==> src/verilog/mgmt_pkg.sv <==
package mgmt_pkg;

    //////////////////////////////////////////////////
    // Widths
    //////////////////////////////////////////////////
    localparam int MGMT_ADDR_W = 19;
    localparam int MGMT_DATA_W = 32;
    localparam int AXI_RESP_W  = 2;

    typedef logic [MGMT_ADDR_W-1:0] mgmt_addr_t;
    typedef logic [MGMT_DATA_W-1:0] mgmt_data_t;
    typedef logic [AXI_RESP_W-1:0]  axi_resp_t;

    // AXI response codes
    localparam axi_resp_t RESP_OKAY   = 2'b00;
    localparam axi_resp_t RESP_SLVERR = 2'b10;

    // Fixed register space map
    localparam mgmt_addr_t ADDR_DISCARD_CNT = 19'd0;
    localparam mgmt_addr_t ADDR_CNT_CTRL    = 19'd1;

    //////////////////////////////////////////////////
    // Management command and read response
    //////////////////////////////////////////////////
    // One command per cycle, wr and rd never together
    typedef struct packed {
        logic       wr;
        logic       rd;
        mgmt_addr_t addr;
        logic       addr_fixed;
        mgmt_data_t wdata;
    } mgmt_cmd_t;

    // All zero when idle
    typedef struct packed {
        logic       valid;
        mgmt_addr_t addr;
        logic       addr_fixed;
        mgmt_data_t rdata;
    } mgmt_rsp_t;

endpackage
==> src/verilog/mgmt_reg_subsystem.sv <==
module mgmt_reg_subsystem
    import mgmt_pkg::*;
#(
    parameter int AXI_ADDR_W = 22
) (
    input  logic                  i_clk,
    input  logic                  i_rst_n,

    // AXI4-Lite slave
    input  logic                  i_awvalid,
    output logic                  o_awready,
    input  logic [AXI_ADDR_W-1:0] i_awaddr,
    input  logic                  i_wvalid,
    output logic                  o_wready,
    input  mgmt_data_t            i_wdata,
    output logic                  o_bvalid,
    input  logic                  i_bready,
    output axi_resp_t             o_bresp,
    input  logic                  i_arvalid,
    output logic                  o_arready,
    input  logic [AXI_ADDR_W-1:0] i_araddr,
    output logic                  o_rvalid,
    input  logic                  i_rready,
    output mgmt_data_t            o_rdata,
    output axi_resp_t             o_rresp,

    // Discard events from the data path
    input  logic                  i_pkt_discard
);

    localparam int N_RSP = 2;

    mgmt_cmd_t              cmd;
    mgmt_rsp_t [N_RSP-1:0]  rsp;
    logic                   cnt_en;
    logic                   cnt_clr;
    mgmt_data_t             discard_cnt;

    //////////////////////////////////////////////////
    // Host side
    //////////////////////////////////////////////////
    axil_cmd_bridge #(
        .N_RSP      (N_RSP),
        .AXI_ADDR_W (AXI_ADDR_W)
    ) u_bridge (
        .i_clk     (i_clk),
        .i_rst_n   (i_rst_n),
        .i_awvalid (i_awvalid),
        .o_awready (o_awready),
        .i_awaddr  (i_awaddr),
        .i_wvalid  (i_wvalid),
        .o_wready  (o_wready),
        .i_wdata   (i_wdata),
        .o_bvalid  (o_bvalid),
        .i_bready  (i_bready),
        .o_bresp   (o_bresp),
        .i_arvalid (i_arvalid),
        .o_arready (o_arready),
        .i_araddr  (i_araddr),
        .o_rvalid  (o_rvalid),
        .i_rready  (i_rready),
        .o_rdata   (o_rdata),
        .o_rresp   (o_rresp),
        .o_cmd     (cmd),
        .i_rsp     (rsp)
    );

    //////////////////////////////////////////////////
    // Register blocks
    //////////////////////////////////////////////////
    dex_cmd_parse u_dex_parse (
        .i_clk              (i_clk),
        .i_rst_n            (i_rst_n),
        .i_cmd              (cmd),
        .iv_pkt_discard_cnt (discard_cnt),
        .o_rsp              (rsp[0])
    );

    ctrl_cmd_parse u_ctrl_parse (
        .i_clk     (i_clk),
        .i_rst_n   (i_rst_n),
        .i_cmd     (cmd),
        .o_rsp     (rsp[1]),
        .o_cnt_en  (cnt_en),
        .o_cnt_clr (cnt_clr)
    );

    pkt_discard_counter u_discard_cnt (
        .i_clk              (i_clk),
        .i_rst_n            (i_rst_n),
        .i_pkt_discard      (i_pkt_discard),
        .i_cnt_en           (cnt_en),
        .i_cnt_clr          (cnt_clr),
        .ov_pkt_discard_cnt (discard_cnt)
    );

endmodule

==> src/verilog/pkt_discard_counter.sv <==
module pkt_discard_counter
    import mgmt_pkg::*;
(
    input  logic       i_clk,
    input  logic       i_rst_n,

    // One pulse per discarded packet
    input  logic       i_pkt_discard,

    // From the control register
    input  logic       i_cnt_en,
    input  logic       i_cnt_clr,

    output mgmt_data_t ov_pkt_discard_cnt
);

    logic at_max;

    // Stop at all ones instead of wrapping
    assign at_max = &ov_pkt_discard_cnt;

    //////////////////////////////////////////////////
    // Event counter
    //////////////////////////////////////////////////
    always_ff @(posedge i_clk or negedge i_rst_n) begin
        if (!i_rst_n) begin
            ov_pkt_discard_cnt <= '0;
        end else begin
            if (i_cnt_clr) begin
                // Clear beats a pulse in the same cycle
                ov_pkt_discard_cnt <= '0;
            end else if (i_cnt_en && i_pkt_discard && !at_max) begin
                ov_pkt_discard_cnt <= ov_pkt_discard_cnt + 1'b1;
            end
        end
    end

endmodule

==> src/verilog/ctrl_cmd_parse.sv <==
module ctrl_cmd_parse
    import mgmt_pkg::*;
(
    input  logic      i_clk,
    input  logic      i_rst_n,

    // Management command from the bridge
    input  mgmt_cmd_t i_cmd,

    // Read answer, zero when not addressed
    output mgmt_rsp_t o_rsp,

    // Counter control
    output logic      o_cnt_en,
    output logic      o_cnt_clr
);

    logic       hit;
    mgmt_data_t ctrl_rdata;

    assign hit = i_cmd.addr_fixed && (i_cmd.addr == ADDR_CNT_CTRL);

    // Clear bit is write-only and always reads back 0
    assign ctrl_rdata = {{(MGMT_DATA_W-1){1'b0}}, o_cnt_en};

    //////////////////////////////////////////////////
    // Control register
    //////////////////////////////////////////////////
    // Bit 0 enables counting, bit 1 fires a clear
    always_ff @(posedge i_clk or negedge i_rst_n) begin
        if (!i_rst_n) begin
            o_cnt_en  <= 1'b0;
            o_cnt_clr <= 1'b0;
        end else begin
            o_cnt_clr <= 1'b0;
            if (i_cmd.wr && hit) begin
                o_cnt_en  <= i_cmd.wdata[0];
                o_cnt_clr <= i_cmd.wdata[1];
            end
        end
    end

    //////////////////////////////////////////////////
    // Readback
    //////////////////////////////////////////////////
    always_ff @(posedge i_clk or negedge i_rst_n) begin
        if (!i_rst_n) begin
            o_rsp <= '0;
        end else begin
            if (i_cmd.rd && hit) begin
                o_rsp <= '{valid:      1'b1,
                           addr:       i_cmd.addr,
                           addr_fixed: i_cmd.addr_fixed,
                           rdata:      ctrl_rdata};
            end else begin
                // Writes and foreign reads leave the bus idle
                o_rsp <= '0;
            end
        end
    end

    // One write gives one clear cycle at the counter
    a_clr_pulse: assert property (
        @(posedge i_clk) disable iff (!i_rst_n)
        o_cnt_clr |=> !o_cnt_clr
    );

endmodule

==> src/verilog/dex_cmd_parse.sv <==
module dex_cmd_parse
    import mgmt_pkg::*;
(
    input  logic       i_clk,
    input  logic       i_rst_n,

    // Management command from the bridge
    input  mgmt_cmd_t  i_cmd,

    // Live discard count
    input  mgmt_data_t iv_pkt_discard_cnt,

    // Read answer, zero when not addressed
    output mgmt_rsp_t  o_rsp
);

    logic hit;

    // Discard count lives at a fixed address
    assign hit = i_cmd.addr_fixed && (i_cmd.addr == ADDR_DISCARD_CNT);

    //////////////////////////////////////////////////
    // Registered decode
    //////////////////////////////////////////////////
    always_ff @(posedge i_clk or negedge i_rst_n) begin
        if (!i_rst_n) begin
            o_rsp <= '0;
        end else begin
            if (i_cmd.wr) begin
                // Read-only register so writes are dropped
                o_rsp <= '0;
            end else if (i_cmd.rd && hit) begin
                o_rsp <= '{valid:      1'b1,
                           addr:       i_cmd.addr,
                           addr_fixed: i_cmd.addr_fixed,
                           rdata:      iv_pkt_discard_cnt};
            end else begin
                o_rsp <= '0;
            end
        end
    end

    // One rd strobe gives exactly one answer cycle
    a_rsp_single: assert property (
        @(posedge i_clk) disable iff (!i_rst_n)
        o_rsp.valid |=> !o_rsp.valid
    );

endmodule

==> src/verilog/axil_cmd_bridge.sv <==
module axil_cmd_bridge
    import mgmt_pkg::*;
#(
    parameter int N_RSP      = 2,
    parameter int AXI_ADDR_W = 22
) (
    input  logic                        i_clk,
    input  logic                        i_rst_n,

    // Write address and data
    input  logic                        i_awvalid,
    output logic                        o_awready,
    input  logic [AXI_ADDR_W-1:0]       i_awaddr,
    input  logic                        i_wvalid,
    output logic                        o_wready,
    input  mgmt_data_t                  i_wdata,

    // Write response
    output logic                        o_bvalid,
    input  logic                        i_bready,
    output axi_resp_t                   o_bresp,

    // Read address
    input  logic                        i_arvalid,
    output logic                        o_arready,
    input  logic [AXI_ADDR_W-1:0]       i_araddr,

    // Read data
    output logic                        o_rvalid,
    input  logic                        i_rready,
    output mgmt_data_t                  o_rdata,
    output axi_resp_t                   o_rresp,

    // Management command and parser responses
    output mgmt_cmd_t                   o_cmd,
    input  mgmt_rsp_t [N_RSP-1:0]       i_rsp
);

    typedef enum logic [2:0] {
        IDLE,
        WR_RESP,
        RD_CMD,
        RD_WAIT,
        RD_RESP
    } state_t;

    state_t    state;
    logic      idle;
    logic      wr_go;
    logic      rd_go;
    mgmt_rsp_t rsp_or;

    //////////////////////////////////////////////////
    // Handshakes
    //////////////////////////////////////////////////
    assign idle  = (state == IDLE);

    // AW and W are taken together, write wins over read
    assign wr_go = idle && i_awvalid && i_wvalid;
    assign rd_go = idle && i_arvalid && !wr_go;

    assign o_awready = idle && i_wvalid;
    assign o_wready  = idle && i_awvalid;
    assign o_arready = idle && !(i_awvalid && i_wvalid);

    // Writes are never refused
    assign o_bresp = RESP_OKAY;

    //////////////////////////////////////////////////
    // Transaction FSM
    //////////////////////////////////////////////////
    always_ff @(posedge i_clk or negedge i_rst_n) begin
        if (!i_rst_n) begin
            state    <= IDLE;
            o_cmd    <= '0;
            o_bvalid <= 1'b0;
            o_rvalid <= 1'b0;
        end else begin
            // Strobes last a single cycle
            o_cmd.wr <= 1'b0;
            o_cmd.rd <= 1'b0;

            case (state)
                IDLE: begin
                    if (wr_go) begin
                        o_cmd <= '{wr:         1'b1,
                                   rd:         1'b0,
                                   addr:       i_awaddr[AXI_ADDR_W-2:2],
                                   addr_fixed: i_awaddr[AXI_ADDR_W-1],
                                   wdata:      i_wdata};
                        o_bvalid <= 1'b1;
                        state    <= WR_RESP;
                    end else if (rd_go) begin
                        o_cmd <= '{wr:         1'b0,
                                   rd:         1'b1,
                                   addr:       i_araddr[AXI_ADDR_W-2:2],
                                   addr_fixed: i_araddr[AXI_ADDR_W-1],
                                   wdata:      '0};
                        state <= RD_CMD;
                    end
                end

                WR_RESP: begin
                    if (i_bready) begin
                        o_bvalid <= 1'b0;
                        state    <= IDLE;
                    end
                end

                // rd strobe is on the bus this cycle
                RD_CMD: begin
                    state <= RD_WAIT;
                end

                // Parser answers are on the bus this cycle
                RD_WAIT: begin
                    o_rvalid <= 1'b1;
                    state    <= RD_RESP;
                end

                RD_RESP: begin
                    if (i_rready) begin
                        o_rvalid <= 1'b0;
                        state    <= IDLE;
                    end
                end

                default: begin
                    state <= IDLE;
                end
            endcase
        end
    end

    //////////////////////////////////////////////////
    // Read response collection
    //////////////////////////////////////////////////
    // Idle parsers drive zero so a plain OR merges them
    always_comb begin
        rsp_or = '0;
        for (int i = 0; i < N_RSP; i++) begin
            rsp_or = rsp_or | i_rsp[i];
        end
    end

    always_ff @(posedge i_clk) begin
        if (state == RD_WAIT) begin
            o_rdata <= rsp_or.valid ? rsp_or.rdata : '0;
            o_rresp <= rsp_or.valid ? RESP_OKAY : RESP_SLVERR;
        end
    end

    // Command bus carries one kind of strobe at a time
    a_cmd_excl: assert property (
        @(posedge i_clk) disable iff (!i_rst_n)
        !(o_cmd.wr && o_cmd.rd)
    );

    // Read data stays put until the host takes it
    a_rvalid_hold: assert property (
        @(posedge i_clk) disable iff (!i_rst_n)
        o_rvalid && !i_rready |=> o_rvalid && $stable(o_rdata) && $stable(o_rresp)
    );

endmodule

==> config.mk <==
export PLATFORM = sky130hd
export DESIGN_NAME = mgmt_reg_subsystem
export DESIGN_NICKNAME = d
export VERILOG_FILES = /design/src/verilog/mgmt_pkg.sv /design/src/verilog/mgmt_reg_subsystem.sv /design/src/verilog/pkt_discard_counter.sv /design/src/verilog/ctrl_cmd_parse.sv /design/src/verilog/dex_cmd_parse.sv /design/src/verilog/axil_cmd_bridge.sv
export SDC_FILE = /design/constraint.sdc
export NUM_CORES = 1
export LEC_CHECK = 0
export BUFFER_PORTS_ARGS = -buffer_cell sky130_fd_sc_hd__buf_4
export CORE_ASPECT_RATIO = 0.75
export CORE_MARGIN = 3
export CORE_UTILIZATION = 28
export CTS_BUF_LIST = sky130_fd_sc_hd__clkbuf_8 sky130_fd_sc_hd__clkbuf_16
export CTS_CLUSTER_DIAMETER = 100
export DETAILED_ROUTE_END_ITERATION = 7
export PLACE_DENSITY = 0.58
export SYNTH_ARGS = -nofsm -noshare
export SYNTH_HDL_FRONTEND = slang
export SYNTH_SLANG_ARGS = --single-unit
==> constraint.sdc <==
create_clock -name i_clk -period 6.3 [get_ports i_clk]
set_input_delay 0 -clock i_clk [delete_from_list [all_inputs] [get_ports i_clk]]
set_output_delay 0 -clock i_clk [all_outputs]
set_load 0.01 [all_outputs]
---- After elaboration in Yosys (flattened, before gate mapping) ----
Cells that the tools add are included.
storage, ports and cells
  bits in registers ....................... 233
  bits of input ports ..................... 84
  output and inout bits ................... 41
operators by class
  $add $sub $neg .......................... 1
  eq/ne operators ......................... 9
  multiplexer cells ....................... 20
  bitwise gates (word level) .............. 1
  reductions and logical operators ........ 28
operators with widths
  cell                     count
  $mux W53                 4
  $mux W54                 2
  $mux W32                 2
  $or A53 B53 Y53          1
  $add A32 B1 Y32 const B  1
  $reduce_and A32 Y1       1
  $eq A19 B1 Y1 const B    1
  $logic_not A19 Y1        1
  $pmux W3 S5              1
  $logic_and A1 B1 Y1      14
  $mux W3                  4
  $reduce_bool A2 Y1       4
  $eq A3 B2 Y1 const B     2
  $ne A2 B2 Y1 const B     3
  $reduce_and A3 Y1        2
  $mux W1                  4
  $pmux W1 S2              2
  $reduce_and A2 Y1        2
  $eq A3 B1 Y1 const B     1
  $eq A3 B3 Y1 const B     1
  $logic_not A1 Y1         3
  $logic_not A3 Y1         1
  $ne A3 B3 Y1 const B     1
  $mux W2                  1

---- Logic depth before layout (Yosys ltp) ----
Gate-level depths: netlist of the first run.
  word-level depth ........................ 8
  depth in mapped cells ................... 8
  mapped depth without buffers ............ 6

---- By module ----
A second synthesis of the first run with hierarchy kept.
unflattened totals
  cell total of the unflattened synthesis .. 732
  area, all modules ....................... 8,602.0 µm²
by module, submodules not included
  module               times used  cells each  area an instance (µm²)
  axil_cmd_bridge      1           316         3,733.6
  pkt_discard_counter  1           207         1,991.9
  dex_cmd_parse        1           138         1,923.1
  ctrl_cmd_parse       1           71          953.4

---- Worst setup path after synthesis of the first run ----
Ideal clock, no wire load.
  path type ............................... reg2reg
  from .................................... reg u_bridge.state[1]
  to ...................................... reg u_bridge.o_rdata[0], enable pin
  data arrival time ....................... 2.046 ns
  setup slack ............................. 3.830 ns
  cell stages (with the launch flop) ...... 4
  buffers on the path ..................... 1
  path through ............................ dfrtp_1 clkbuf_1 nand2_1 nor2_1
between the ends
  word-level cells in the longest chain between the ends .. 1
ends and longest elaborated chain
  what                      RTL line                text
  start: declaration        axil_cmd_bridge.sv:47   state_t state;
  start signal: assignment  axil_cmd_bridge.sv:74   state <= IDLE;
  start signal: assignment  axil_cmd_bridge.sv:92   state <= WR_RESP;
  start signal: assignment  axil_cmd_bridge.sv:99   state <= RD_CMD;
  $eq A3 B2 Y1              axil_cmd_bridge.sv:147  if (state == RD_WAIT) begin
  end signal: assignment    axil_cmd_bridge.sv:148  o_rdata <= rsp_or.valid ? rsp_or.rdata : '0;
  end: declaration          axil_cmd_bridge.sv:31   output mgmt_data_t o_rdata,
Every way passes these cells.
A chain may end at the register's enable or synchronous reset.

---- Final worst setup path of the first run ----
  from .................................... reg u_discard_cnt.ov_pkt_discard_cnt[0]
  to ...................................... reg u_discard_cnt.ov_pkt_discard_cnt[9]
between the ends
  word-level cells in the longest chain between the ends .. 4
ends and longest elaborated chain
  what                                                     RTL line                   text
  start: declaration                                       pkt_discard_counter.sv:14  output mgmt_data_t ov_pkt_discard_cnt
  start signal: assignment                                 pkt_discard_counter.sv:33  ov_pkt_discard_cnt <= ov_pkt_discard_cnt + 1'b1;
  branches (longest 4 deep; another with $add A32 B1 Y32)  --
Several ways; the timed one is not identified. The select of a mux whose other input is x is not followed.

==> qor_table.md, run 1 <==
| Metric | Value | Unit |
|:---|:---|:---|
| Outcome | finished, final reports clean | - |
| Fin. max-slew vios | 0 | - |
| Worst hold path type | primary input to asynchronous set/reset pin | - |
| Count of antenna diodes in the layout | 0 | - |
| CTS tree | yes | - |
| Non-filler instance count after layout | 877 | - |
| Placer's final routability congestion estimate | 0.7584 | - |
| CTS clk-pin slew, worst paths | 60 | ps |
| Switching pwr | 0.0006580 | W |
| TritonCTS buffer count | 17 | - |
| Post-Route M1 WL | 5377 | um |
| CP Cell Sequence | ha_1 > nand4_1 > or4_1 > o31ai_4 > nor4_1 > mux2_1 | - |
| Number of synthesized flops with an enable pin | 33 | - |
| DR DRC count | 0 | - |
| Part of the power in combinational logic | 15.8 | % |
| Number of placed instances, taps included | 798 | - |
| Top routing layer in use | met4 | - |
| Setup TNS | 0 | ps |
| Period minus WS final | 2753 | ps |
| Type of element capturing the critical path | register | - |
| Effective utilization at floorplan | 29.24 | % |
| Port Buffers | 87 | - |
| WL/cell | 13.82 | um |
| Hold violation count in the final report | 0 | - |
| Final worst-path cycle share | 43.70 | % |
| Horiz. Die Dim | 168.4 | um |
| Sw Ratio | 27.71 | % |
| DRT Pass-1 Iters | 5 | - |
| VDD IR-drop max | 0.1655 | mV |
| CP required | 6590 | ps |
| Maximum clock path buffer count | 2 | - |
| Fraction of layout cells with a size suffix above 1 | 22.22 | % |
| Slew margin rel. | 17.76 | % |
| Num ports | 125 | - |
| Kind of launch point of the worst setup path | register | - |
| Library cells used by synthesis | 43 | - |
| Wire length of the first global-routing pass | 20240 | um |
| Cell-internal power | 0.001717 | W |
| Total length of routed met2 wires | 5856 | um |
| Primary flip-flop cell chosen by synthesis mapping | sky130_fd_sc_hd__dfrtp_1 | - |
| Post-synthesis instance total | 489 | - |
| Post-synthesis sequential element count | 131 | - |
| Highest net fanout along the worst path | 25 | - |
| Via count of the first global-routing pass | 4056 | - |
| Worst clock skew | 9.804 | ps |
| Slowest cell on the critical path | sky130_fd_sc_hd__o31ai_4 | - |
| # rows | 43 | - |
| DRC marker count from the first detailed-route iteration | 269 | - |
| Root Buffer Master | sky130_fd_sc_hd__clkbuf_16 | - |
| Placeable core region | 18940 | um^2 |
| Peak Freq | 363.2 | MHz |
| Residual antenna-violating net count after detailed routing | 0 | - |
| Part of the power in the clock network | 39.3 | % |
| Sink count of the clock tree | 131 | - |
| Mean number of vias per cell | 4.713 | - |
| Total power divided by cell area | 319.6 | nW/um^2 |
| Die area | 21520 | um^2 |
| CP max stage delay | 840 | ps |
| DP HPWL | 7489 | um |
| Share of async-settable or async-resettable flops after synthesis | 74.81 | % |
| Transition at the pin with the smallest max-transition slack | 1229 | ps |
| Detail Route met3 WL | 512 | um |
| Post-Synthesis Cell Area | 5538 | um^2 |
| Total number of vias | 4133 | - |
| Setup-violating endpoint count in the final report | 0 | - |
| GRT Util Overall | 11.71 | % |
| Antenna violations before repair | 0 | - |
| Static Leakage | 3.161 | nW |
| Setup repair after global routing missed its margin | false | - |
| WS Path Type | register to register | - |
| Area Overhead vs Synth | 34.16 | % |
| Number of levels the H-tree was split into | 4 | - |
| Average cell area after synthesis | 11.32 | um^2 |
| Maximum number of pins on one net before global-route repair | 75 | - |
| Arrival time at the worst endpoint | 3050 | ps |
| Yosys warning count | 0 | - |
| Later-pin clock latency in the skew report | 410 | ps |
| Share of synthesized area occupied by flip-flops and latches | 62.18 | % |
| Grt ovf | 0 | - |
| NumNets Final | 702 | - |
| Number of maximum-capacitance violations | 0 | - |
| Sequential share of power | 44.9 | % |
| Final routed wirelength across all metal layers | 12120 | um |
| Floorplan die height | 127.8 | um |
==> per-stage QoR <==
stage                     hold WS (ps)  worst slack (ps)  utilization, %  total power [W]  area, um^2
after floorplan                 -295.6              3830               -         0.001269        5545
after global placement          -88.66              3602           33.73         0.001398        6389
after detailed placement        -73.52              3559           33.73         0.001416        6389
after CTS                        21.88              3549           39.17         0.002391        7418
after global routing             55.90              3277           39.23         0.002508        7430
final                            57.49              3547           39.23         0.002375        7430
==> worst paths after layout <==
check	startpoint	endpoint	slack, ps	depth (start not counted)
worst max-delay path	u_discard_cnt.ov_pkt_discard_cnt[0]	u_discard_cnt.ov_pkt_discard_cnt[9]	3550	6
worst min-delay path	i_rst_n	u_bridge.o_cmd[43]	60	2
worst max register to register	u_discard_cnt.ov_pkt_discard_cnt[0]	u_discard_cnt.ov_pkt_discard_cnt[9]	3550	6
worst min register to register	u_bridge.o_cmd[0]	u_bridge.o_cmd[0]	520	1
max in group asynchronous	i_rst_n	u_discard_cnt.ov_pkt_discard_cnt[15]	5030	3
min in group i_clk	i_awvalid	u_bridge.o_bvalid	150	4
==> cell type report <==
cell class,count,area [um^2]
fillers,1820,11510
flip-flops and latches,131,3443
multi-input cells,327,1949
repair buffers,137,1147
clock buffers,18,439.2
well taps,247,309.0
clock inverters,14,130.1
inverters,3,11.26
==> logic make-up after synthesis <==
family                   share of synthesized area [%]
flip-flops                                       62.18
adder cells (fa/ha/maj)                         0.2259
AO/OA/AOI/OAI                                    10.62
buffers and inverters                            3.027
other                                          0.06772
XOR/XNOR                                        0.1582
multiplexers                                     1.875
AND/OR/NAND/NOR                                  21.85
==> critical path, delay by kind of cell (launching register included) <==
| family | cells | cell delay, ps |
|---|---|---|
| adder cells (fa/ha/maj) | 1 | 230 |
| flip-flops | 1 | 400 |
| AO/OA/AOI/OAI | 1 | 840 |
| AND/OR/NAND/NOR | 3 | 820 |
| multiplexers | 1 | 340 |
==> sequential cells by signal, summed over array words and instances (netlist names) <==
signal	flops
u_dex_parse.o_rsp	33
u_bridge.state	3
u_bridge.o_cmd	24
u_bridge.o_rresp	1
u_bridge.o_bvalid	1
u_ctrl_parse.o_rsp	2
u_bridge.o_rdata	32
u_ctrl_parse.o_cnt_clr	1
u_bridge.o_rvalid	1
u_discard_cnt.ov_pkt_discard_cnt	32
u_ctrl_parse.o_cnt_en	1
==> repair_timing <==
action | CTS | global route
buffers inserted | 0 | 0
hold buffers | 46 | 0
hold endpoints to repair | 51 | 0
gates resized for setup | 0 | 0
==> cells in the mapped netlist (2+ instances only) <==
cell,count,area share (%)
sky130_fd_sc_hd__dfrtp_1,98,44
sky130_fd_sc_hd__nor2_1,49,3.3
sky130_fd_sc_hd__a21oi_1,46,4.2
sky130_fd_sc_hd__and2_1,38,4.3
sky130_fd_sc_hd__nor2b_1,38,4.3
sky130_fd_sc_hd__edfxtp_1,33,18
sky130_fd_sc_hd__clkbuf_1,23,1.6
sky130_fd_sc_hd__nand2_1,23,1.6
sky130_fd_sc_hd__o22ai_1,20,2.3
sky130_fd_sc_hd__or3_1,13,1.5
sky130_fd_sc_hd__or4_1,13,1.8
sky130_fd_sc_hd__o31ai_1,12,1.6
sky130_fd_sc_hd__nor4_1,11,1.2
sky130_fd_sc_hd__nand3_1,9,0.81
sky130_fd_sc_hd__o21ai_0,7,0.63
sky130_fd_sc_hd__o21ai_1,6,0.54
sky130_fd_sc_hd__nand4_1,5,0.56
sky130_fd_sc_hd__and3_1,4,0.45
sky130_fd_sc_hd__mux2_1,4,0.81
sky130_fd_sc_hd__nor3_1,4,0.36
sky130_fd_sc_hd__buf_4,3,0.41
sky130_fd_sc_hd__inv_1,3,0.20
sky130_fd_sc_hd__mux2_2,3,0.61
sky130_fd_sc_hd__a21oi_2,2,0.32
sky130_fd_sc_hd__a22o_1,2,0.32
sky130_fd_sc_hd__buf_6,2,0.41
sky130_fd_sc_hd__nor4b_1,2,0.32
==> power by group through the flow <==
stage | clock network, W | logic [W] | registers, W
finish | 0.000933 | 0.000376 | 0.00107
CTS | 0.000961 | 0.000367 | 0.00106
floorplan | 0 | 0.000209 | 0.00106
global placement | 0 | 0.000328 | 0.00107
global route | 0.00101 | 0.000420 | 0.00108
detailed placement | 0 | 0.000339 | 0.00108
==> layout by cell type (no fill, tap or decap), drive strengths merged, types with 4 or more instances in the layout <==
cell         instances
mux2                 8
nor2                49
edfxtp              33
o31ai               13
o21ai               13
nor3                 5
or3                 13
o22ai               20
nand2               23
nor4                12
nor2b               38
and3                 4
dlygate4sd3         46
nand3               10
inv                  8
dfrtp               98
buf                 91
clkinv               7
clkbuf              18
nand4                6
or4                 14
and2                38
a21oi               48
==> layer usage <==
metal	vias up	global-route usage (%)
met5	-	0
met4	0	5.291
met3	33	3.576
met2	103	18.70
met1	1997	14.75
li1	2000	-
Note: power is estimated with default switching activity, not from simulation.
==> run 2, diff against run 1 <==
==> constraint.sdc (replaced) <==
create_clock -name i_clk -period 2.6 [get_ports i_clk]
set_input_delay 0 -clock i_clk [delete_from_list [all_inputs] [get_ports i_clk]]
set_output_delay 0 -clock i_clk [all_outputs]
set_load 0.01 [all_outputs]
==> run 2 against run 1 <==
  * Global-route usage increased by 0.18 points
  * Flip-flop and latch count is the same
  * Via count decreased by 0.75%
  * Critical path depth grew 2
  * Final area is 1.5% higher
  * Hold slack improved by 79 ps
  * Sequential power is 140% higher
==> qor_table.md, run 2 (synthesis results as in run 1) <==
| Metric | Value | Unit | vs previous |
|:---|:---|:---|:---|
| Wire length of the first global-routing pass | 20530 | um | +1.4% |
| Slew margin rel. | 33.04 | % | +15 points |
| NumNets Final | 716 | - | +2.0% |
| Total length of routed met2 wires | 5991 | um | +2.3% |
| Depth of the worst register-to-register path | 8 | - | +2 |
| Detail Route met3 WL | 530 | um | +3.5% |
| Count of antenna diodes in the layout | 0 | - | unchanged |
| Num ports | 125 | - | unchanged |
| Most frequent standard cell in the layout excluding fill and tap cells | sky130_fd_sc_hd__buf_4 | - |  |
| GRT Util Overall | 11.89 | % | +0.18 points |
| Type of element capturing the critical path | register | - |  |
| FF-to-FF End | u_discard_cnt.ov_pkt_discard_cnt[14] | - |  |
| DR DRC count | 0 | - | unchanged |
| DP HPWL | 7817 | um | +4.4% |
| Setup TNS | 0 | ps | unchanged |
| Total of fill cells in the finished design | 1795 | - | -1.4% |
| Maximum number of pins on one net before global-route repair | 83 | - | +11% |
| Placer's final routability congestion estimate | 0.7803 | - | +2.9% |
| Port Buffers | 87 | - | unchanged |
| TritonCTS buffer count | 17 | - | unchanged |
| Number of flip-flops under the largest register name | 33 | - | unchanged |
| Area Overhead vs Synth | 36.22 | % |  |
| CP required | 2900 | ps | -3690 ps |
| Kind of launch point of the worst setup path | register | - |  |
| Final worst-path cycle share | 88.04 | % | +44 points |
| Number of maximum-capacitance violations | 0 | - | unchanged |
| Arrival time at the worst endpoint | 2590 | ps | -460 ps |
| Post-Route M1 WL | 5436 | um | +1.1% |
| Fraction of layout cells with a size suffix above 1 | 23.91 | % | +1.7 points |
| DRT Pass-1 Iters | 4 | - | -1 |
| Register ranked first by flip-flop count | u_dex_parse.o_rsp | - |  |
| Highest net fanout along the worst path | 4 | - | -84% |
| Depth of the worst hold-timing path | 4 | - |  |
| Placeable core region | 18940 | um^2 | unchanged |
| Residual antenna-violating net count after detailed routing | 0 | - | unchanged |
| Startpoint of the worst-slack reg-to-reg timing path | u_discard_cnt.ov_pkt_discard_cnt[1] | - |  |
| Worst Hold Endpoint | u_bridge.o_bvalid | - |  |
| Transition at the pin with the smallest max-transition slack | 1004 | ps | -224.7 ps |
| Root Buffer Master | sky130_fd_sc_hd__clkbuf_16 | - |  |
| Worst clock skew | 7.491 | ps | -2.314 ps |
| Antenna violations before repair | 0 | - | unchanged |
| Final routed wirelength across all metal layers | 12250 | um | +1.1% |
| Hold violation count in the final report | 0 | - | unchanged |
| Mean number of vias per cell | 4.604 | - | -2.3% |
| Crit path launch | u_discard_cnt.ov_pkt_discard_cnt[1] | - |  |
| Leading cell types in the layout, fill and taps excluded | 105 x sky130_fd_sc_hd__buf_4, 98 x sky130_fd_sc_hd__dfrtp_1, 47 x sky130_fd_sc_hd__nor2_1, 46 x sky130_fd_sc_hd__a21oi_1, 46 x sky130_fd_sc_hd__dlygate4sd3_1 | - |  |
| Outcome | finished, final reports clean | - |  |
| Number of levels the H-tree was split into | 4 | - | unchanged |
| VDD IR-drop max | 0.4162 | mV | +150% |
| Setup repair after global routing missed its margin | false | - |  |
| Top routing layer in use | met4 | - |  |
| Total number of vias | 4102 | - | -0.75% |
| Final Core Density | 39.83 | % | +0.60 points |
| Fin. max-slew vios | 0 | - | unchanged |
| Setup-violating endpoint count in the final report | 0 | - | unchanged |
| Horiz. Die Dim | 168.4 | um | unchanged |
| Total power divided by cell area | 769.4 | nW/um^2 | +140% |
| WL/cell | 13.75 | um | -0.51% |
| WS Path Type | register to register | - |  |
| Regs by FF count | u_dex_parse.o_rsp: 33 flops, u_bridge.o_rdata: 32 flops, u_discard_cnt.ov_pkt_discard_cnt: 32 flops | - |  |
| Later-pin clock latency in the skew report | 410 | ps | about the same |
| Slack of the worst reg-to-reg path | 310 | ps | -3240 ps |
| Maximum clock path buffer count | 2 | - | unchanged |
| CTS tree | yes | - |  |
| Overall power after layout | 0.005804 | W | +140% |
| Effective utilization at floorplan | 29.24 | % | unchanged |
| Period minus WS final | 2289 | ps | -464.3 ps |
| Peak Freq | 436.9 | MHz | +20% |
| HP Start | i_wvalid | - |  |
| Sink count of the clock tree | 131 | - | unchanged |
| DRC marker count from the first detailed-route iteration | 273 | - | +1.5% |
| CTS clk-pin slew, worst paths | 60 | ps | about the same |
| Via count of the first global-routing pass | 4163 | - | +2.6% |
| Static Leakage | 3.219 | nW | +1.8% |
| Die area | 21520 | um^2 | unchanged |
| Grt ovf | 0 | - | unchanged |
| Floorplan die height | 127.8 | um | unchanged |
| # rows | 43 | - | unchanged |
| Worst hold path type | primary input to register | - |  |
[run 2: worst max path at each step]
stage / cells past startpoint / endpoint
2_1_floorplan: 3 / u_bridge.o_rdata[0]
3_3_place_gp: 7 / u_discard_cnt.ov_pkt_discard_cnt[1]
3_5_place_dp: 7 / u_discard_cnt.ov_pkt_discard_cnt[1]
4_1_cts: 7 / u_discard_cnt.ov_pkt_discard_cnt[1]
5_1_grt: 6 / u_discard_cnt.ov_pkt_discard_cnt[20]
6_report: 8 / u_discard_cnt.ov_pkt_discard_cnt[14]
[run 2: routing by layer]
metal  global-route usage, %  vias up
li1                        -     2033
met1                   14.65     1966
met2                   19.41       81
met3                   3.483       22
met4                   5.483        0
met5                       0        -
[run 2: layout make-up]
| cell class | count | area (um^2) | share of cell area (%) |
|---|---|---|---|
| Multi-Input combinational cell | 327 | 1949 | 25.84 |
| Clock buffer | 17 | 425.4 | 5.639 |
| Clock inverter | 15 | 156.4 | 2.073 |
| Tap cell | 247 | 309.0 | 4.097 |
| Timing Repair Buffer | 151 | 1249 | 16.55 |
| Inverter | 3 | 11.26 | 0.1493 |
| Sequential cell | 131 | 3443 | 45.65 |
[run 2: metrics by stage]
step / std cells / hold WS [ps] / setup slack (ps) / instance area [um^2]
floorplan: 491 / -295.6 / 129.8 / 5545
global placement: 810 / 229.1 / 143.3 / 6479
detailed placement: 810 / 242.7 / 95.90 / 6479
CTS: 888 / 115.3 / 82.77 / 7521
global route: 891 / 164.3 / 158.0 / 7543
finish: 891 / 136.5 / 311.0 / 7543
[run 2: what timing repair did]
item	4_1_cts	5_1_grt
setup endpoints to repair	0	9
gates resized for setup	0	0
buffers inserted	0	3
hold buffers	46	0
hold endpoints to repair	108	0
[run 2: power by group]
group / internal, W / switching (W) / total [W]
Combinational: 0.000413 / 0.000501 / 0.000914
Clock: 0.00142 / 0.000902 / 0.00232
Sequential: 0.00240 / 0.000171 / 0.00257
Total: 0.00423 / 0.00157 / 0.00580
[run 2: worst max-delay path: stages (launching register included)]
cell,delay (ps)
sky130_fd_sc_hd__dfrtp_1,400
sky130_fd_sc_hd__ha_1,230
sky130_fd_sc_hd__nand4_1,150
sky130_fd_sc_hd__or4_1,570
sky130_fd_sc_hd__o31ai_4,220
sky130_fd_sc_hd__buf_4,170
sky130_fd_sc_hd__buf_4,110
sky130_fd_sc_hd__nor4_2,30
sky130_fd_sc_hd__mux2_4,290
